`src/common/arrayIsaPkg.sv`:
```
// Instruction set of the array machine
// Opcodes, instruction field layout and program memory geometry

package arrayIsaPkg;

  localparam int NProgram     = 256;                  // Program words
  localparam int OpWidth      = 4;
  localparam int TargetWidth  = 12;
  localparam int OperandWidth = 10;
  localparam int InstrWidth   = OpWidth + TargetWidth + 2 * OperandWidth;

  // Bit positions inside the instruction word
  localparam int OpLsb     = TargetWidth + 2 * OperandWidth;
  localparam int TargetLsb = 2 * OperandWidth;
  localparam int ALsb      = OperandWidth;
  localparam int BLsb      = 0;

  typedef logic [7:0]              progAddr_t;        // Program address
  typedef logic [InstrWidth-1:0]   instr_t;           // op | target | a | b
  typedef logic [TargetWidth-1:0]  target_t;          // Local address or jump address
  typedef logic [OperandWidth-1:0] operand_t;         // Local address or immediate

  typedef enum logic [OpWidth-1:0]
  {
    opNop,
    opMovImm,                                         // target = b
    opMov,                                            // target = [a]
    opAdd,                                            // target = [a] + [b]
    opArray,                                          // target = new handle
    opFree,                                           // Release handle [a]
    opHeapWrite,                                      // heap[[a]][[target]] = b
    opHeapRead,                                       // target = heap[[a]][[b]]
    opResize,                                         // size[[a]] = [b]
    opShiftUp,                                        // Insert b at index 0 of [a]
    opArraySize,                                      // target = size[[a]]
    opJge,                                            // Jump if [a] >= [b]
    opJmp,
    opOut,                                            // Emit [a]
    opHalt
  } opcode_t;

endpackage

```
`src/common/stageIf.sv`:
```
// Pipeline link between two stages
// One instruction forward, stall and flush back, with modports
`timescale 1ns/1ps

interface stageIf;
  import arrayIsaPkg::*;

  logic      valid;
  progAddr_t ip;
  instr_t    instr;
  opcode_t   op;
  target_t   target;
  operand_t  a;
  operand_t  b;
  logic      isJump;
  logic      isMulti;
  logic      stall;                                   // Level, hold everything upstream
  logic      flush;                                   // Pulse on taken jump or start
  progAddr_t flushIp;                                 // Where fetch resumes after flush

  modport source (output valid, ip, instr, op, target, a, b, isJump, isMulti,
                  input  stall, flush, flushIp);
  modport sink   (input  valid, ip, instr, op, target, a, b, isJump, isMulti,
                  output stall, flush, flushIp);
  modport monitor(input  valid, ip, instr, op, target, a, b, isJump, isMulti,
                         stall, flush, flushIp);

endinterface

```
`src/rtl/decodeStage.sv`:
```
// Decode stage
// Field split, jump and multi-cycle marking, no-op removal
`timescale 1ns/1ps

module decodeStage
(
  input  logic   run,
  input  logic   reset,
  stageIf.sink   in,
  stageIf.source out
);
  import arrayIsaPkg::*;

  opcode_t opcode;
  logic    take;

  assign opcode = opcode_t'(in.instr[OpLsb +: OpWidth]);
  assign take   = in.valid && !out.stall;

  // Stall and flush come from execute and go straight on to fetch
  assign in.stall   = out.stall;
  assign in.flush   = out.flush;
  assign in.flushIp = out.flushIp;

  always_ff @(posedge run)
  begin
    if (reset)
      out.valid <= 1'b0;
    else if (out.flush)
      out.valid <= 1'b0;                              // Wrong path
    else if (!out.stall)
      out.valid <= in.valid && opcode != opNop;       // No-ops never reach execute
  end

  always_ff @(posedge run)
  begin
    if (take)
    begin
      out.ip      <= in.ip;
      out.instr   <= in.instr;
      out.op      <= opcode;
      out.target  <= in.instr[TargetLsb +: TargetWidth];
      out.a       <= in.instr[ALsb +: OperandWidth];
      out.b       <= in.instr[BLsb +: OperandWidth];
      out.isJump  <= opcode == opJge || opcode == opJmp;
      out.isMulti <= opcode == opShiftUp;
    end
  end

endmodule

```
`src/flat_wrapper.sv`:
```
// flat-port wrapper written by rule: the top's interface ports become plain ports
module decodeStage_flat import arrayIsaPkg::*;
  (run, reset, in_valid, in_ip, in_instr, in_op, in_target, in_a, in_b, in_isJump, in_isMulti, in_stall, in_flush, in_flushIp, out_valid, out_ip, out_instr, out_op, out_target, out_a, out_b, out_isJump, out_isMulti, out_stall, out_flush, out_flushIp);
  stageIf in_i ();
  stageIf out_i ();
  input  logic run;
  input  logic reset;
  input wire logic [$bits(in_i.valid)-1:0] in_valid;
  input wire logic [$bits(in_i.ip)-1:0] in_ip;
  input wire logic [$bits(in_i.instr)-1:0] in_instr;
  input wire logic [$bits(in_i.op)-1:0] in_op;
  input wire logic [$bits(in_i.target)-1:0] in_target;
  input wire logic [$bits(in_i.a)-1:0] in_a;
  input wire logic [$bits(in_i.b)-1:0] in_b;
  input wire logic [$bits(in_i.isJump)-1:0] in_isJump;
  input wire logic [$bits(in_i.isMulti)-1:0] in_isMulti;
  output wire logic [$bits(in_i.stall)-1:0] in_stall;
  output wire logic [$bits(in_i.flush)-1:0] in_flush;
  output wire logic [$bits(in_i.flushIp)-1:0] in_flushIp;
  output wire logic [$bits(out_i.valid)-1:0] out_valid;
  output wire logic [$bits(out_i.ip)-1:0] out_ip;
  output wire logic [$bits(out_i.instr)-1:0] out_instr;
  output wire logic [$bits(out_i.op)-1:0] out_op;
  output wire logic [$bits(out_i.target)-1:0] out_target;
  output wire logic [$bits(out_i.a)-1:0] out_a;
  output wire logic [$bits(out_i.b)-1:0] out_b;
  output wire logic [$bits(out_i.isJump)-1:0] out_isJump;
  output wire logic [$bits(out_i.isMulti)-1:0] out_isMulti;
  input wire logic [$bits(out_i.stall)-1:0] out_stall;
  input wire logic [$bits(out_i.flush)-1:0] out_flush;
  input wire logic [$bits(out_i.flushIp)-1:0] out_flushIp;
  assign in_i.valid = in_valid;
  assign in_i.ip = in_ip;
  assign in_i.instr = in_instr;
  assign in_i.op = in_op;
  assign in_i.target = in_target;
  assign in_i.a = in_a;
  assign in_i.b = in_b;
  assign in_i.isJump = in_isJump;
  assign in_i.isMulti = in_isMulti;
  assign in_stall = in_i.stall;
  assign in_flush = in_i.flush;
  assign in_flushIp = in_i.flushIp;
  assign out_valid = out_i.valid;
  assign out_ip = out_i.ip;
  assign out_instr = out_i.instr;
  assign out_op = out_i.op;
  assign out_target = out_i.target;
  assign out_a = out_i.a;
  assign out_b = out_i.b;
  assign out_isJump = out_i.isJump;
  assign out_isMulti = out_i.isMulti;
  assign out_i.stall = out_stall;
  assign out_i.flush = out_flush;
  assign out_i.flushIp = out_flushIp;
  decodeStage u_core (.run(run), .reset(reset), .in(in_i), .out(out_i));
endmodule
```
`config.mk`:
```
export PLATFORM = sky130hd
export DESIGN_NAME = decodeStage_flat
export DESIGN_NICKNAME = d
export VERILOG_FILES = /design/src/common/arrayIsaPkg.sv /design/src/common/stageIf.sv /design/src/rtl/decodeStage.sv /design/src/flat_wrapper.sv
export SDC_FILE = /design/constraint.sdc
export NUM_CORES = 1
export LEC_CHECK = 0
export BUFFER_PORTS_ARGS = -buffer_cell sky130_fd_sc_hd__buf_2
export CORE_ASPECT_RATIO = 0.9
export CORE_MARGIN = 2
export CORE_UTILIZATION = 38
export DETAILED_ROUTE_END_ITERATION = 10
export HOLD_SLACK_MARGIN = 0.02
export PLACE_DENSITY = 0.83
export RECOVER_POWER = 50
export SYNTH_ARGS = -nofsm -noshare
export SYNTH_HDL_FRONTEND = slang
export SYNTH_SLANG_ARGS = --single-unit
export TNS_END_PERCENT = 1
```
`constraint.sdc`:
```
create_clock -name run -period 6.4 [get_ports run]
set_input_delay 0 -clock run [delete_from_list [all_inputs] [get_ports run]]
set_output_delay 0 -clock run [all_outputs]
set_load 0.05 [all_outputs]
```
==> Yosys cells after proc, flatten, opt, wreduce, memory -nomap -nowiden <==
Index checks and enable logic that the tools add are counted.
{ "totals": {"inputBits": 95, "reg_bits": 83, "out_inout_bits": 93, "elab_cells": 18} }
{ "op_classes": {"n_eq_ne": 3, "reduce_logical": 6} }
{ "op_table": {"columns": ["operator", "count"], "rows": [
  ["equality test 4 bit (second input constant)", 3],
  ["nonzero test 4 bit", 1],
  ["logical AND 1 bit", 2],
  ["OR reduction 2 bit", 1],
  ["zero test 1 bit", 1],
  ["logical OR 1 bit", 1]
]} }

==> Longest topological paths before layout <==
Gate-level depths: netlist (run 1).
{ "depth": {"depth_word": 2, "mapped_depth": 2, "depth_no_buf": 2} }

==> Least setup slack after synthesis (run 1) <==
No wires, ideal clock.
{ "synth_path": {"path_type": "input to register", "startpoint": "in out_stall", "endpoint": "reg u_core.out.a[0] (enable)", "cell_stages": 1, "t_arrival_ns": 2.101, "path_buffers": 0, "setup_ns": 0.457, "required_time_ns": 5.943, "setup_slack_ns": 3.841, "cell_sequence": "nor2b_1"} }
{ "synth_via": {"elab_chain_cells": 2} }
{ "synth_lines": {"columns": ["item", "line_no", "source"], "rows": [
  ["start: declaration", "flat_wrapper.sv:29", "input wire logic [$bits(out_i.stall)-1:0] out_stall;"],
  ["zero test 1 bit", null, null],
  ["logical AND 1 bit", "decodeStage.sv:18", "assign take = in.valid && !out.stall;"],
  ["end signal: assignment", "decodeStage.sv:43", "out.a <= in.instr[ALsb +: OperandWidth];"],
  ["end: declaration", "stageIf.sv:21", "modport source (output valid, ip, instr, op, target, a, b, isJump, isMulti,"]
]} }
Every way passes these cells.
A chain may end at the register's enable or synchronous reset.

==> Worst setup path in the final report (run 1) <==
{ "layout_path": {"startpoint": "in out_stall", "endpoint": "reg u_core.out.target[9] (enable)"} }
{ "layout_via": {"elab_chain_cells": 2} }
{ "layout_lines": {"columns": ["item", "line_no", "source"], "rows": [
  ["zero test 1 bit", null, null],
  ["logical AND 1 bit", "decodeStage.sv:18", null],
  ["net u_core.take", "decodeStage.sv:15", "logic take;"],
  ["end signal: assignment", "decodeStage.sv:42", "out.target <= in.instr[TargetLsb +: TargetWidth];"],
  ["end: declaration", "stageIf.sv:21", null]
]} }
The timed path passes the listed nets, and every way through them passes these cells.

==> key figures, run 1 <==
Outcome
  – Status: finished with violations
  – Failing checks: capacitance limit, slew limit

Route
  – Initial DRC count: 35
  – Total wire length: around 4600 um
  – DR WL/cell: 14.8 um
  – Final antenna-violating net count: 0
  – DR vias: 1,333
  – DRT Pass-1 Iters: 4
  – Post-route DRC violation count: 0
  – Vias per std cell: 4.26

Synthesis
  – YS warnings: 0
  – Post-synthesis adder-cell area fraction: 0%
  – Largest family of logic cells by synthesized area: buffers and inverters
  – Yosys reg bits: 47
  – Yosys cell types: 13
  – Simple-gate portion of the synthesized area: just under 3%
  – Sequential fraction of the synthesis area: 77.0%
  – Multiplexer area fraction after synthesis: 0%
  – Compound-Gate Fraction of Synth Area: 1.10%
  – Post-synthesis xor/xnor area fraction: 0%
  – Mapped Avg Cell Area: 17.7 um^2
  – Synth Cell Area: about 1800 um^2
  – Synth Instances: about 100
  – Synth Net Count: roughly 200

Power and ir drop
  – Sw Share: between 30% and 40%
  – Comb power frac: between 20% and 30%
  – Cell internal pwr: roughly 0.5 mW
  – Clock network fraction of total power: 21.9%
  – Sequential share of power: 49.1%
  – Final Power: between 0.7 and 0.8 mW
  – PwrDens: approximately 270 nW/um^2
  – Worst vdd ir: between 0.15 and 0.2 mV
  – Net switching power figure: 0.263 mW
  – Leak: 1.18 nW

Floorplan
  – Row count: 23
  – Die ar.: 5360 um^2
  – # IOs: 188
  – Height of the die: just under 70 um
  – Core ar.: approximately 4500 um^2
  – Die width: approximately 77 um
  – Initial Util: between 40% and 50%

Clock network
  – CTS Buf Count: 5
  – Clk_lat worst skew: between 0.2 and 0.3 ns
  – Clock-pin transition on the worst setup and hold timing paths: 0.08 ns
  – Root buf cell: clkbuf_8
  – Clock tree buffer depth: 2
  – Post-CTS setup buffers: 0
  – CTS Sinks: between 40 and 50
  – TritonCTS clock tree: yes
  – H-tree depth: 2

STA
  – Max-slew violations: 24
  – Final setup fails: 0
  – Slew at the pin closest to its max-slew limit: roughly 1.9 ns
  – Fin crit share: 32.4%
  – Post-layout min period: about 2.1 ns
  – Max Freq: just under 500 MHz
  – Worst hold slack: between 0.02 and 0.03 ns
  – Fin Clk Skew: 0 ns
  – Setup TNS: 0 ns
  – Slew HR: -26.9%
  – RSZ-0062 raised after global routing: no
  – Final Hold Violating Endpoints: 0

Global routing
  – Largest net degree at the start of global routing: 26
  – First-pass GRT wire length: 7090 um
  – Vias in the first global route: approximately 1,400
  – Total congestion overflow: 0
  – Initial antenna violation count: 0
  – Global Route Usage Sum: 17.5%

Final layout
  – Area of the multi-input gates: 72.6 um^2
  – Fin nets: roughly 350
  – Area growth from synthesis to layout: 53.9%
  – Non-Filler Instances: approximately 310
  – Layout cells sized above 1: a little under half
  – Most frequent cells in the layout: buf_2 (110), dlygate4sd3_1 (52), edfxtp_1 (46)
  – Commonest non-fill, non-tap cell in the layout: buf_2
  – Fillers: between 300 and 400
  – Antenna cells: 0
  – Final Cell Area: 2800 um^2
  – Reg area: between 1000 and 1500 um^2

Setup path
  – CP max-delay cell: nor2b_1
  – Crit-path max FO: 25
  – WP buf/inv: 2
  – Worst Path Class, Setup: in2reg
  – Setup slack, reg-to-reg: between 5 and 6 ns
  – Worst r2r path cells: 2
  – R2r endpoint: u_core.out.valid$_SDFFE_PP0N_
  – Type of origin of the critical path: input pin
  – CP top delay family: simple AND/OR/NAND/NOR gates
  – CP cell instances: clkbuf_1, nor2b_1, buf_4
  – Crit path largest cell delay: 1.42 ns
  – Worst reg2reg startpoint: u_core.out.valid$_SDFFE_PP0N_
  – Worst Setup EP: u_core.out.target[9]$_DFFE_PP_
  – Crit path from: out_stall
  – Crit path depth: 3
  – Critical Path AT: 2.04 ns
  – CP endpoint kind: register
  – Critical Path RT: 6.37 ns

Placement
  – Placed Area: roughly 2200 um^2
  – IO buf count: about 130
  – DP HPWL: 2990 um
  – Routability-driven placement congestion ratio: slightly below 0.7
  – Placed Cells: 253

Job
  – MaxCap Viol Count: 1

Worst hold path
  – Worst hold path type: in2reg
==> sequential cells by signal, indices dropped and copies added, names as in the netlist <==
| name | count |
|---|---|
| u_core.out.a | 9 |
| u_core.out.b | 9 |
| u_core.out.instr | 3 |
| u_core.out.ip | 8 |
| u_core.out.isJump | 1 |
| u_core.out.isMulti | 1 |
| u_core.out.op | 4 |
| u_core.out.target | 11 |
| u_core.out.valid | 1 |
==> timing repair <==
item / 4_1_cts / 5_1_grt
hold endpoints to repair: 52 / 0
resized for setup: 0 / 0
hold buffers: 52 / 0
==> power by group through the flow <==
stage / Combinational [mW] / Sequential (mW) / Clock, mW
final: 0.217 / 0.369 / 0.165
after global routing: 0.225 / 0.372 / 0.183
after CTS: 0.220 / 0.368 / 0.173
after detailed placement: 0.186 / 0.375 / 0
after global placement: 0.184 / 0.374 / 0
after floorplan: 0.0976 / 0.446 / 0
==> worst min-delay path, cell delays in order <==
cell,delay [ns]
buf_2,0.09
nor2_1,0.03
a31o_1,0.15
==> logic make-up (layout without fill, tap and decap cells) <==
| kind of cell | Yosys count | in the layout |
|---|---|---|
| buffers and inverters | 46 | 194 |
| flip-flops | 47 | 47 |
| AO/OA/AOI/OAI | 2 | 2 |
| AND/OR/NAND/NOR | 8 | 8 |
==> worst min path at each step <==
stage | start | end | cells past startpoint | slack, ns
2_1_floorplan | in_instr[10] | u_core.out.a[0]$_DFFE_PP_ | 0 | 0.1
3_3_place_gp | out_flushIp[2] | in_flushIp[2] | 0 | 0.0003
3_5_place_dp | out_flushIp[2] | in_flushIp[2] | 0 | 0.0003
4_1_cts | reset | u_core.out.valid$_SDFFE_PP0N_ | 3 | 0.02
5_1_grt | reset | u_core.out.valid$_SDFFE_PP0N_ | 3 | 0.05
6_report | reset | u_core.out.valid$_SDFFE_PP0N_ | 3 | 0.03
==> area by class of cell <==
class | count | share of cell area, %
well taps | 62 | 2.77
multi-input cells | 10 | 2.59
clock inverters | 3 | 0.536
clock buffers | 5 | 2.46
flip-flops and latches | 47 | 50.0
repair buffers | 186 | 41.6
==> synthesized netlist by cell type, drive strengths merged <==
library cell | instances | share of area, %
a31o | 1 | 0.48
buf | 46 | 19
or4 | 1 | 0.41
or3b | 1 | 0.48
nor4bb | 1 | 0.55
nor2b | 1 | 0.34
nor2 | 1 | 0.21
edfxtp | 46 | 76
nand2 | 1 | 0.21
a21boi | 1 | 0.62
dfxtp | 1 | 1.1
nor3 | 1 | 0.27
nand3b | 1 | 0.41
==> through the flow <==
stage | util [%] | setup slack [ns]
2_1_floorplan | - | 3.84
3_3_place_gp | 49.4 | 4.98
3_5_place_dp | 49.4 | 4.95
4_1_cts | 62.8 | 5.19
5_1_grt | 62.0 | 4.09
6_report | 62.0 | 4.33
==> metal layers <==
layer | vias to the layer above | wire (um) | GRT usage (%)
met2 | 88 | 2580 | 33.5
met4 | 0 | 84 | 5.45
li1 | 615 | - | -
met1 | 623 | 1540 | 17.4
met5 | - | 0 | 0
met3 | 7 | 426 | 6.25
No activity file was read; power rests on OpenSTA's default activity.
==> run 2, diff against run 1 <==
--- a/config.mk
+++ b/config.mk
@@ -8,10 +8,10 @@
 export BUFFER_PORTS_ARGS = -buffer_cell sky130_fd_sc_hd__buf_2
 export CORE_ASPECT_RATIO = 0.9
 export CORE_MARGIN = 2
-export CORE_UTILIZATION = 38
+export CORE_UTILIZATION = 35
 export DETAILED_ROUTE_END_ITERATION = 10
 export HOLD_SLACK_MARGIN = 0.02
-export PLACE_DENSITY = 0.83
+export PLACE_DENSITY = 0.77
 export RECOVER_POWER = 50
 export SYNTH_ARGS = -nofsm -noshare
 export SYNTH_HDL_FRONTEND = slang
==> constraint.sdc (replaced) <==
create_clock -name run -period 2.15 [get_ports run]
set_input_delay 0 -clock run [delete_from_list [all_inputs] [get_ports run]]
set_output_delay 0 -clock run [all_outputs]
set_load 0.05 [all_outputs]
==> key figures, run 2 (synthesized netlist as in run 1, its figures left out) <==
Floorplan
  – Height of the die: 72.4 um (+4.0%)
  – Initial Util: 36.9% (-3.3 points)
  – Die width: 80.0 um (+4.0%)
  – Die ar.: 5790 um^2 (+8.1%)
  – # IOs: 188 (unchanged)
  – Row count: 24 (+4.3%)
  – Core ar.: 4920 um^2 (+9.0%)

Power and ir drop
  – Net switching power figure: 0.803 mW (+210%)
  – Cell internal pwr: 1.47 mW (+200%)
  – Sw Share: 35.4% (+0.36 points)
  – Clock network fraction of total power: 23.1% (+1.2 points)
  – Worst vdd ir: 0.469 mV (+200%)
  – Leak: 1.19 nW (+0.43%)
  – Sequential share of power: 48.4% (-0.7 points)
  – Comb power frac: 28.5% (-0.4 points)
  – PwrDens: 801 nW/um^2 (+200%)

Setup path
  – CP endpoint kind: register
  – Crit path largest cell delay: 0.95 ns (-0.47 ns)
  – Type of origin of the critical path: input pin
  – CP max-delay cell: nor2b_2
  – Worst Setup EP: u_core.out.target[7]$_DFFE_PP_
  – R2r endpoint: u_core.out.valid$_SDFFE_PP0N_
  – WP buf/inv: 2 (unchanged)
  – Worst Path Class, Setup: in2reg
  – Crit-path max FO: 24 (-4.0%)
  – Critical Path RT: 2.15 ns (-4.22 ns)
  – Crit path depth: 3 (unchanged)
  – CP top delay family: simple AND/OR/NAND/NOR gates
  – Worst r2r path cells: 2 (unchanged)
  – Worst reg2reg startpoint: u_core.out.valid$_SDFFE_PP0N_
  – Crit path from: out_stall
  – Critical Path AT: 1.34 ns (-0.70 ns)
  – CP cell instances: clkbuf_1, nor2b_2, buf_12
  – Setup slack, reg-to-reg: 1.33 ns (-4.27 ns)

Global routing
  – Total congestion overflow: 0 (unchanged)
  – Initial antenna violation count: 0 (unchanged)
  – Largest net degree at the start of global routing: 25 (-3.8%)
  – First-pass GRT wire length: 6420 um (-9.5%)
  – Vias in the first global route: 1,355 (-0.73%)
  – Global Route Usage Sum: 14.9% (-2.6 points)

STA
  – Worst hold slack: 0.0628 ns (+0.0332 ns)
  – Fin crit share: ~62%
  – Fin Clk Skew: 0 ns (unchanged)
  – Final setup fails: 0 (unchanged)
  – Final Hold Violating Endpoints: 0 (unchanged)
  – Max Freq: approximately 750 MHz
  – Slew at the pin closest to its max-slew limit: 1.23 ns (-0.668 ns)
  – Max-slew violations: 0 (-100%)
  – Setup TNS: 0 ns (unchanged)
  – Post-layout min period: about 1.3 ns
  – RSZ-0062 raised after global routing: no
  – Slew HR: 17.5% (+44 points)

Worst hold path
  – Worst Hold Depth: 3 (unchanged)
  – Worst hold path type: in2reg

Final layout
  – Commonest non-fill, non-tap cell in the layout: buf_2
  – Most frequent cells in the layout: buf_2 (107), dlygate4sd3_1 (53), edfxtp_1 (46)
  – Reg area: 1400 um^2 (unchanged)
  – Top reg by flops: u_core.out.target
  – Largest registers: u_core.out.target (11), u_core.out.a (9), u_core.out.b (9)
  – Non-Filler Instances: 317 (+1.3%)
  – Fin nets: 346 (+0.29%)
  – Area growth from synthesis to layout: 55.8%
  – Antenna cells: 0 (unchanged)
  – Fillers: 415 (+14%)
  – Layout cells sized above 1: 47.6% (+0.21 points)
  – Max reg flops: 11 (unchanged)
  – Area of the multi-input gates: 75.1 um^2 (+3.4%)

Route
  – Initial DRC count: 20 (-43%)
  – DRT Pass-1 Iters: 4 (unchanged)
  – DR WL/cell: 14.0 um (-5.2%)
  – Vias per std cell: 4.19 (-1.6%)
  – DR WL met2: 2250 um (-13%)
  – Total wire length: 4440 um (-4.0%)
  – DR vias: 1,329 (-0.30%)
  – Final antenna-violating net count: 0 (unchanged)
  – Routed wl met3: 501 um (+18%)
  – Max Used Layer: met4
  – Post-route met1 wirelength: 1620 um (+5.5%)
  – Post-route DRC violation count: 0 (unchanged)

Clock network
  – Clk_lat worst skew: 0.29 ns (about the same)
  – Post-CTS setup buffers: 0 (unchanged)
  – CTS Buf Count: 5 (unchanged)
  – Clock tree buffer depth: 2 (unchanged)
  – Post-cts sizing count: 0 (unchanged)
  – Root buf cell: clkbuf_8
  – Hold Buf Count CTS: 53 (+1.9%)
  – TritonCTS clock tree: yes
  – CTS Sinks: 47 (unchanged)
  – Clock-pin transition on the worst setup and hold timing paths: 0.09 ns (about the same)
  – H-tree depth: 2 (unchanged)

Placement
  – IO buf count: 133 (unchanged)
  – Routability-driven placement congestion ratio: 0.690 (+2.4%)
  – Placed Cells: 256 (+1.2%)

Outcome
  – Status: finished, final reports clean

Job
  – MaxCap Viol Count: 0 (-1)
-- run 2: cell count changes in the layout (fill, tap and decap cells not counted), sizes merged --
cell and delta:
clkbuf +3, inv +1, clkinvlp +1, buf -3, clkinv -2, dlygate4sd3 +1
-- run 2: layout make-up --
type | instances | area share (%)
Timing Repair Buffer | 187 | 41.8
Clock buffer | 5 | 2.43
Sequential cell | 47 | 49.4
Tap cell | 65 | 2.87
Multi-Input combinational cell | 10 | 2.65
Clock inverter | 3 | 0.838
-- run 2: worst min path at each step --
stage	slack, ns	startpoint	endpoint
floorplan	0.1	in_instr[10]	u_core.out.a[0]$_DFFE_PP_
detailed placement	0.0006	out_flushIp[4]	in_flushIp[4]
global placement	0.0006	out_flushIp[4]	in_flushIp[4]
finish	0.06	out_flush	u_core.out.valid$_SDFFE_PP0N_
CTS	0.04	out_flush	u_core.out.valid$_SDFFE_PP0N_
global route	0.08	out_flush	u_core.out.valid$_SDFFE_PP0N_
-- run 2: per-stage QoR --
| stage | util [%] | power (mW) | setup WS [ns] | cell area [um^2] |
|---|---|---|---|---|
| 2_1_floorplan | - | 1.62 | 0.488 | 1820 |
| 3_3_place_gp | 45.7 | 1.66 | 0.895 | 2250 |
| 3_5_place_dp | 45.7 | 1.67 | 0.854 | 2250 |
| 4_1_cts | 58.3 | 2.30 | 0.969 | 2870 |
| 5_1_grt | 57.6 | 2.36 | 0.726 | 2840 |
| 6_report | 57.6 | 2.27 | 0.815 | 2840 |
-- run 2: worst reg2reg max path, delay by kind of cell (launching register included) --
family,cells,cell delay [ns]
AO/OA/AOI/OAI,1,0.14
flip-flops,1,0.34
AND/OR/NAND/NOR,1,0.29
-- run 2: power groups by stage --
| stage | clock network (mW) | logic (mW) | registers (mW) |
|---|---|---|---|
| 2_1_floorplan | 0 | 0.291 | 1.33 |
| 3_3_place_gp | 0 | 0.548 | 1.12 |
| 3_5_place_dp | 0 | 0.552 | 1.12 |
| 4_1_cts | 0.549 | 0.655 | 1.10 |
| 5_1_grt | 0.579 | 0.672 | 1.11 |
| 6_report | 0.524 | 0.648 | 1.10 |
-- run 2: layer usage --
metal | GRT usage, % | up-vias
met3 | 6.09 | 8
met1 | 15.9 | 595
li1 | - | 616
met4 | 4.52 | 0
met2 | 26.9 | 110
met5 | 0 | -
==> run 3, diff against run 2 <==
--- a/config.mk
+++ b/config.mk
@@ -5,6 +5,7 @@
 export SDC_FILE = /design/constraint.sdc
 export NUM_CORES = 1
 export LEC_CHECK = 0
+export ABC_AREA = 1
 export BUFFER_PORTS_ARGS = -buffer_cell sky130_fd_sc_hd__buf_2
 export CORE_ASPECT_RATIO = 0.9
 export CORE_MARGIN = 2
==> constraint.sdc (replaced) <==
create_clock -name run -period 1.25 [get_ports run]
set_input_delay 0 -clock run [delete_from_list [all_inputs] [get_ports run]]
set_output_delay 0 -clock run [all_outputs]
set_load 0.05 [all_outputs]
==> key figures, run 3 <==
Outcome
  – Status: finished, final reports clean

Final layout
  – Most frequent cells in the layout: buf_2 (87), dlygate4sd3_1 (55), edfxtp_1 (46)
  – Final core occ: 57.8% (+0.25 points)
  – Commonest non-fill, non-tap cell in the layout: buf_2
  – Fin nets: 353 (+2.0%)
  – Antenna cells: 0 (unchanged)
  – Top reg by flops: u_core.out.target
  – Max reg flops: 11 (unchanged)
  – Layout cells sized above 1: 44.8% (-2.8 points)
  – Area growth from synthesis to layout: 55.9% (about the same)
  – Largest registers: u_core.out.target (11), u_core.out.a (9), u_core.out.b (9)
  – Final Cell Area: 2850 um^2 (+0.44%)

Setup path
  – Worst r2r path cells: 2 (unchanged)
  – Type of origin of the critical path: register
  – Crit path from: u_core.out.target[6]$_DFFE_PP_
  – Crit-path max FO: 2 (-92%)
  – CP max-delay cell: clkbuf_1
  – Setup slack, reg-to-reg: 0.66 ns (-0.67 ns)
  – Critical Path RT: 1.25 ns (-0.90 ns)
  – Crit path largest cell delay: 0.47 ns (-0.48 ns)
  – Worst reg2reg startpoint: u_core.out.valid$_SDFFE_PP0N_
  – CP top delay family: buffers and inverters
  – Crit path depth: 1 (-2)
  – CP endpoint kind: output port
  – R2r endpoint: u_core.out.valid$_SDFFE_PP0N_
  – Critical Path AT: 1.11 ns (-0.23 ns)
  – Worst Path Class, Setup: reg2out
  – CP cell instances: clkbuf_1
  – Worst Setup EP: out_target[6]
  – WP buf/inv: 1 (-1)

STA
  – PnR worst setup slack: 0.138 ns (-0.677 ns)
  – Setup TNS: 0 ns (unchanged)
  – Post-layout min period: about 1.1 ns
  – Final Hold Violating Endpoints: 0 (unchanged)
  – Slew HR: 59.0% (+41 points)
  – Max Freq: roughly 900 MHz
  – Final setup fails: 0 (unchanged)
  – Fin Clk Skew: 0 ns (unchanged)
  – Slew at the pin closest to its max-slew limit: 0.618 ns (-0.613 ns)
  – RSZ-0062 raised after global routing: no
  – Fin crit share: between 80% and 90%
  – Max-slew violations: 0 (unchanged)

Power and ir drop
  – Sw Share: 35.0% (-0.39 points)
  – Net switching power figure: 1.35 mW (+68%)
  – Comb power frac: 28.9% (+0.4 points)
  – Leak: 1.20 nW (+1.4%)
  – PwrDens: 1360 nW/um^2 (+70%)
  – Clock network fraction of total power: 22.2% (-0.9 points)
  – Final Power: 3.87 mW (+70%)
  – Sequential share of power: 48.9% (+0.5 points)
  – Worst vdd ir: 0.741 mV (+58%)
  – Cell internal pwr: 2.51 mW (+71%)

Synthesis
  – Sequential fraction of the synthesis area: 76.7% (-0.32 points)
  – Synth Net Count: 203 (+2.5%)
  – Most used DFF post-synth: edfxtp_1
  – Top post-synthesis cells by area: edfxtp_1 (76%), buf_4 (19%), dfxtp_1 (1.1%)
  – Post-synth top cells: buf_4 (46), edfxtp_1 (46), nand2_1 (4), inv_1 (2), nor2_1 (2)
  – Post-synth top area cell: edfxtp_1
  – Mapped Avg Cell Area: 16.9 um^2 (-4.2%)
  – YS warnings: 0 (unchanged)
  – Top-area cell type share of the netlist area: 75.6% (-0.31 points)
  – Share of flip-flops with an asynchronous set or reset: 0% (unchanged)
  – Number of flops mapped to enable cells by yosys: 46 (unchanged)
  – Yosys reg bits: 47 (unchanged)
  – Yosys cell types: 13 (unchanged)
  – Synth Cell Area: 1830 um^2 (+0.41%)
  – Synth Instances: 108 (+4.9%)

Global routing
  – First-pass GRT wire length: 6070 um (-5.4%)
  – Vias in the first global route: 1,288 (-4.9%)
  – Global Route Usage Sum: 14.0% (-0.89 points)
  – Initial antenna violation count: 0 (unchanged)
  – Largest net degree at the start of global routing: 48 (+92%)
  – Total congestion overflow: 0 (unchanged)

Clock network
  – Clock-pin transition on the worst setup and hold timing paths: 0.09 ns (about the same)
  – Root buf cell: clkbuf_8
  – Clock tree buffer depth: 2 (unchanged)
  – TritonCTS clock tree: yes
  – Clk_lat worst skew: 0.29 ns (about the same)
  – H-tree depth: 2 (unchanged)
  – Post-cts sizing count: 0 (unchanged)
  – CTS Sinks: 47 (unchanged)
  – CTS Buf Count: 5 (unchanged)

Route
  – DR vias: 1,365 (+2.7%)
  – Post-route DRC violation count: 0 (unchanged)
  – DR WL/cell: 13.2 um (-6.0%)
  – Initial DRC count: 21 (+5.0%)
  – Final antenna-violating net count: 0 (unchanged)
  – Total wire length: 4270 um (-3.9%)
  – DRT Pass-1 Iters: 4 (unchanged)
  – Vias per std cell: 4.21 (+0.49%)

Placement
  – Placed Area: 2250 um^2 (+0.22%)
  – Routability-driven placement congestion ratio: 0.705 (+2.2%)
  – Post-Place Worst Slack: 0.405 ns (-0.449 ns)
  – IO buf count: 133 (unchanged)
  – DP HPWL: roughly 2600 um

Floorplan
  – Initial Util: 37.1% (+0.15 points)
  – Row count: 24 (unchanged)
  – # IOs: 188 (unchanged)
  – Core ar.: 4920 um^2 (unchanged)
  – Die ar.: 5810 um^2 (+0.39%)
  – Die width: 80.2 um (+0.19%)
  – Height of the die: 72.5 um (+0.19%)

Job
  – MaxCap Viol Count: 0 (unchanged)

Worst hold path
  – Worst hold path type: in2reg
run 3: layer usage:
metal | part of all wire, % | track usage [%] | vias to the layer above
met5 | 0 | 0 | -
met4 | 1.1 | 4.14 | 0
met3 | 10 | 6.22 | 8
met2 | 56 | 25.6 | 94
met1 | 33 | 14.4 | 635
li1 | - | - | 628
run 3: worst min-delay path: stages:
cell and delay, ns:
buf_2 0.10, inv_1 0.08, nor2_4 0.04, buf_12 0.19
run 3: power groups by stage:
stage | registers [mW] | clock network, mW | logic, mW
3_3_place_gp | 1.92 | 0 | 0.942
2_1_floorplan | 2.28 | 0 | 0.503
6_report | 1.89 | 0.860 | 1.12
4_1_cts | 1.89 | 0.893 | 1.13
3_5_place_dp | 1.92 | 0 | 0.950
5_1_grt | 1.90 | 0.970 | 1.16
run 3: timing repair:
action / 4_1_cts / 5_1_grt
endpoints found under the hold margin: 53 / 0
hold buffers: 55 / 0
setup buffers: 0 / 0
run 3: layout make-up:
class | instances | area, um^2
well taps | 65 | 81.3
repair buffers | 189 | 1200
fillers | 424 | 2080
multi-input cells | 12 | 67.6
flip-flops and latches | 47 | 1400
clock inverters | 2 | 12.5
clock buffers | 6 | 72.6
inverters | 3 | 11.3
run 3: stage by stage:
step	cells	hold WS [ns]
2_1_floorplan	108	0.0989
3_3_place_gp	261	0.000370
3_5_place_dp	261	0.000370
4_1_cts	324	0.300
5_1_grt	324	0.301
6_report	324	0.301
run 3: kinds of logic after synthesis:
logic type | share of synthesized area, %
and+or+nand+nor | 2.88
DFF | 76.7
AOI/OAI and AO/OA | 0.891
buffers and inverters | 19.5
run 3: worst min-delay path by stage:
stage	start	end	slack, ns	depth (start not counted)
2_1_floorplan	in_instr[10]	u_core.out.a[0]$_DFFE_PP_	0.1	0
3_3_place_gp	out_flushIp[3]	in_flushIp[3]	0.0004	0
3_5_place_dp	out_flushIp[3]	in_flushIp[3]	0.0004	0
4_1_cts	in_valid	u_core.out.valid$_SDFFE_PP0N_	0.30	6
5_1_grt	in_valid	u_core.out.target[7]$_DFFE_PP_	0.30	4
6_report	in_valid	u_core.out.target[1]$_DFFE_PP_	0.30	4
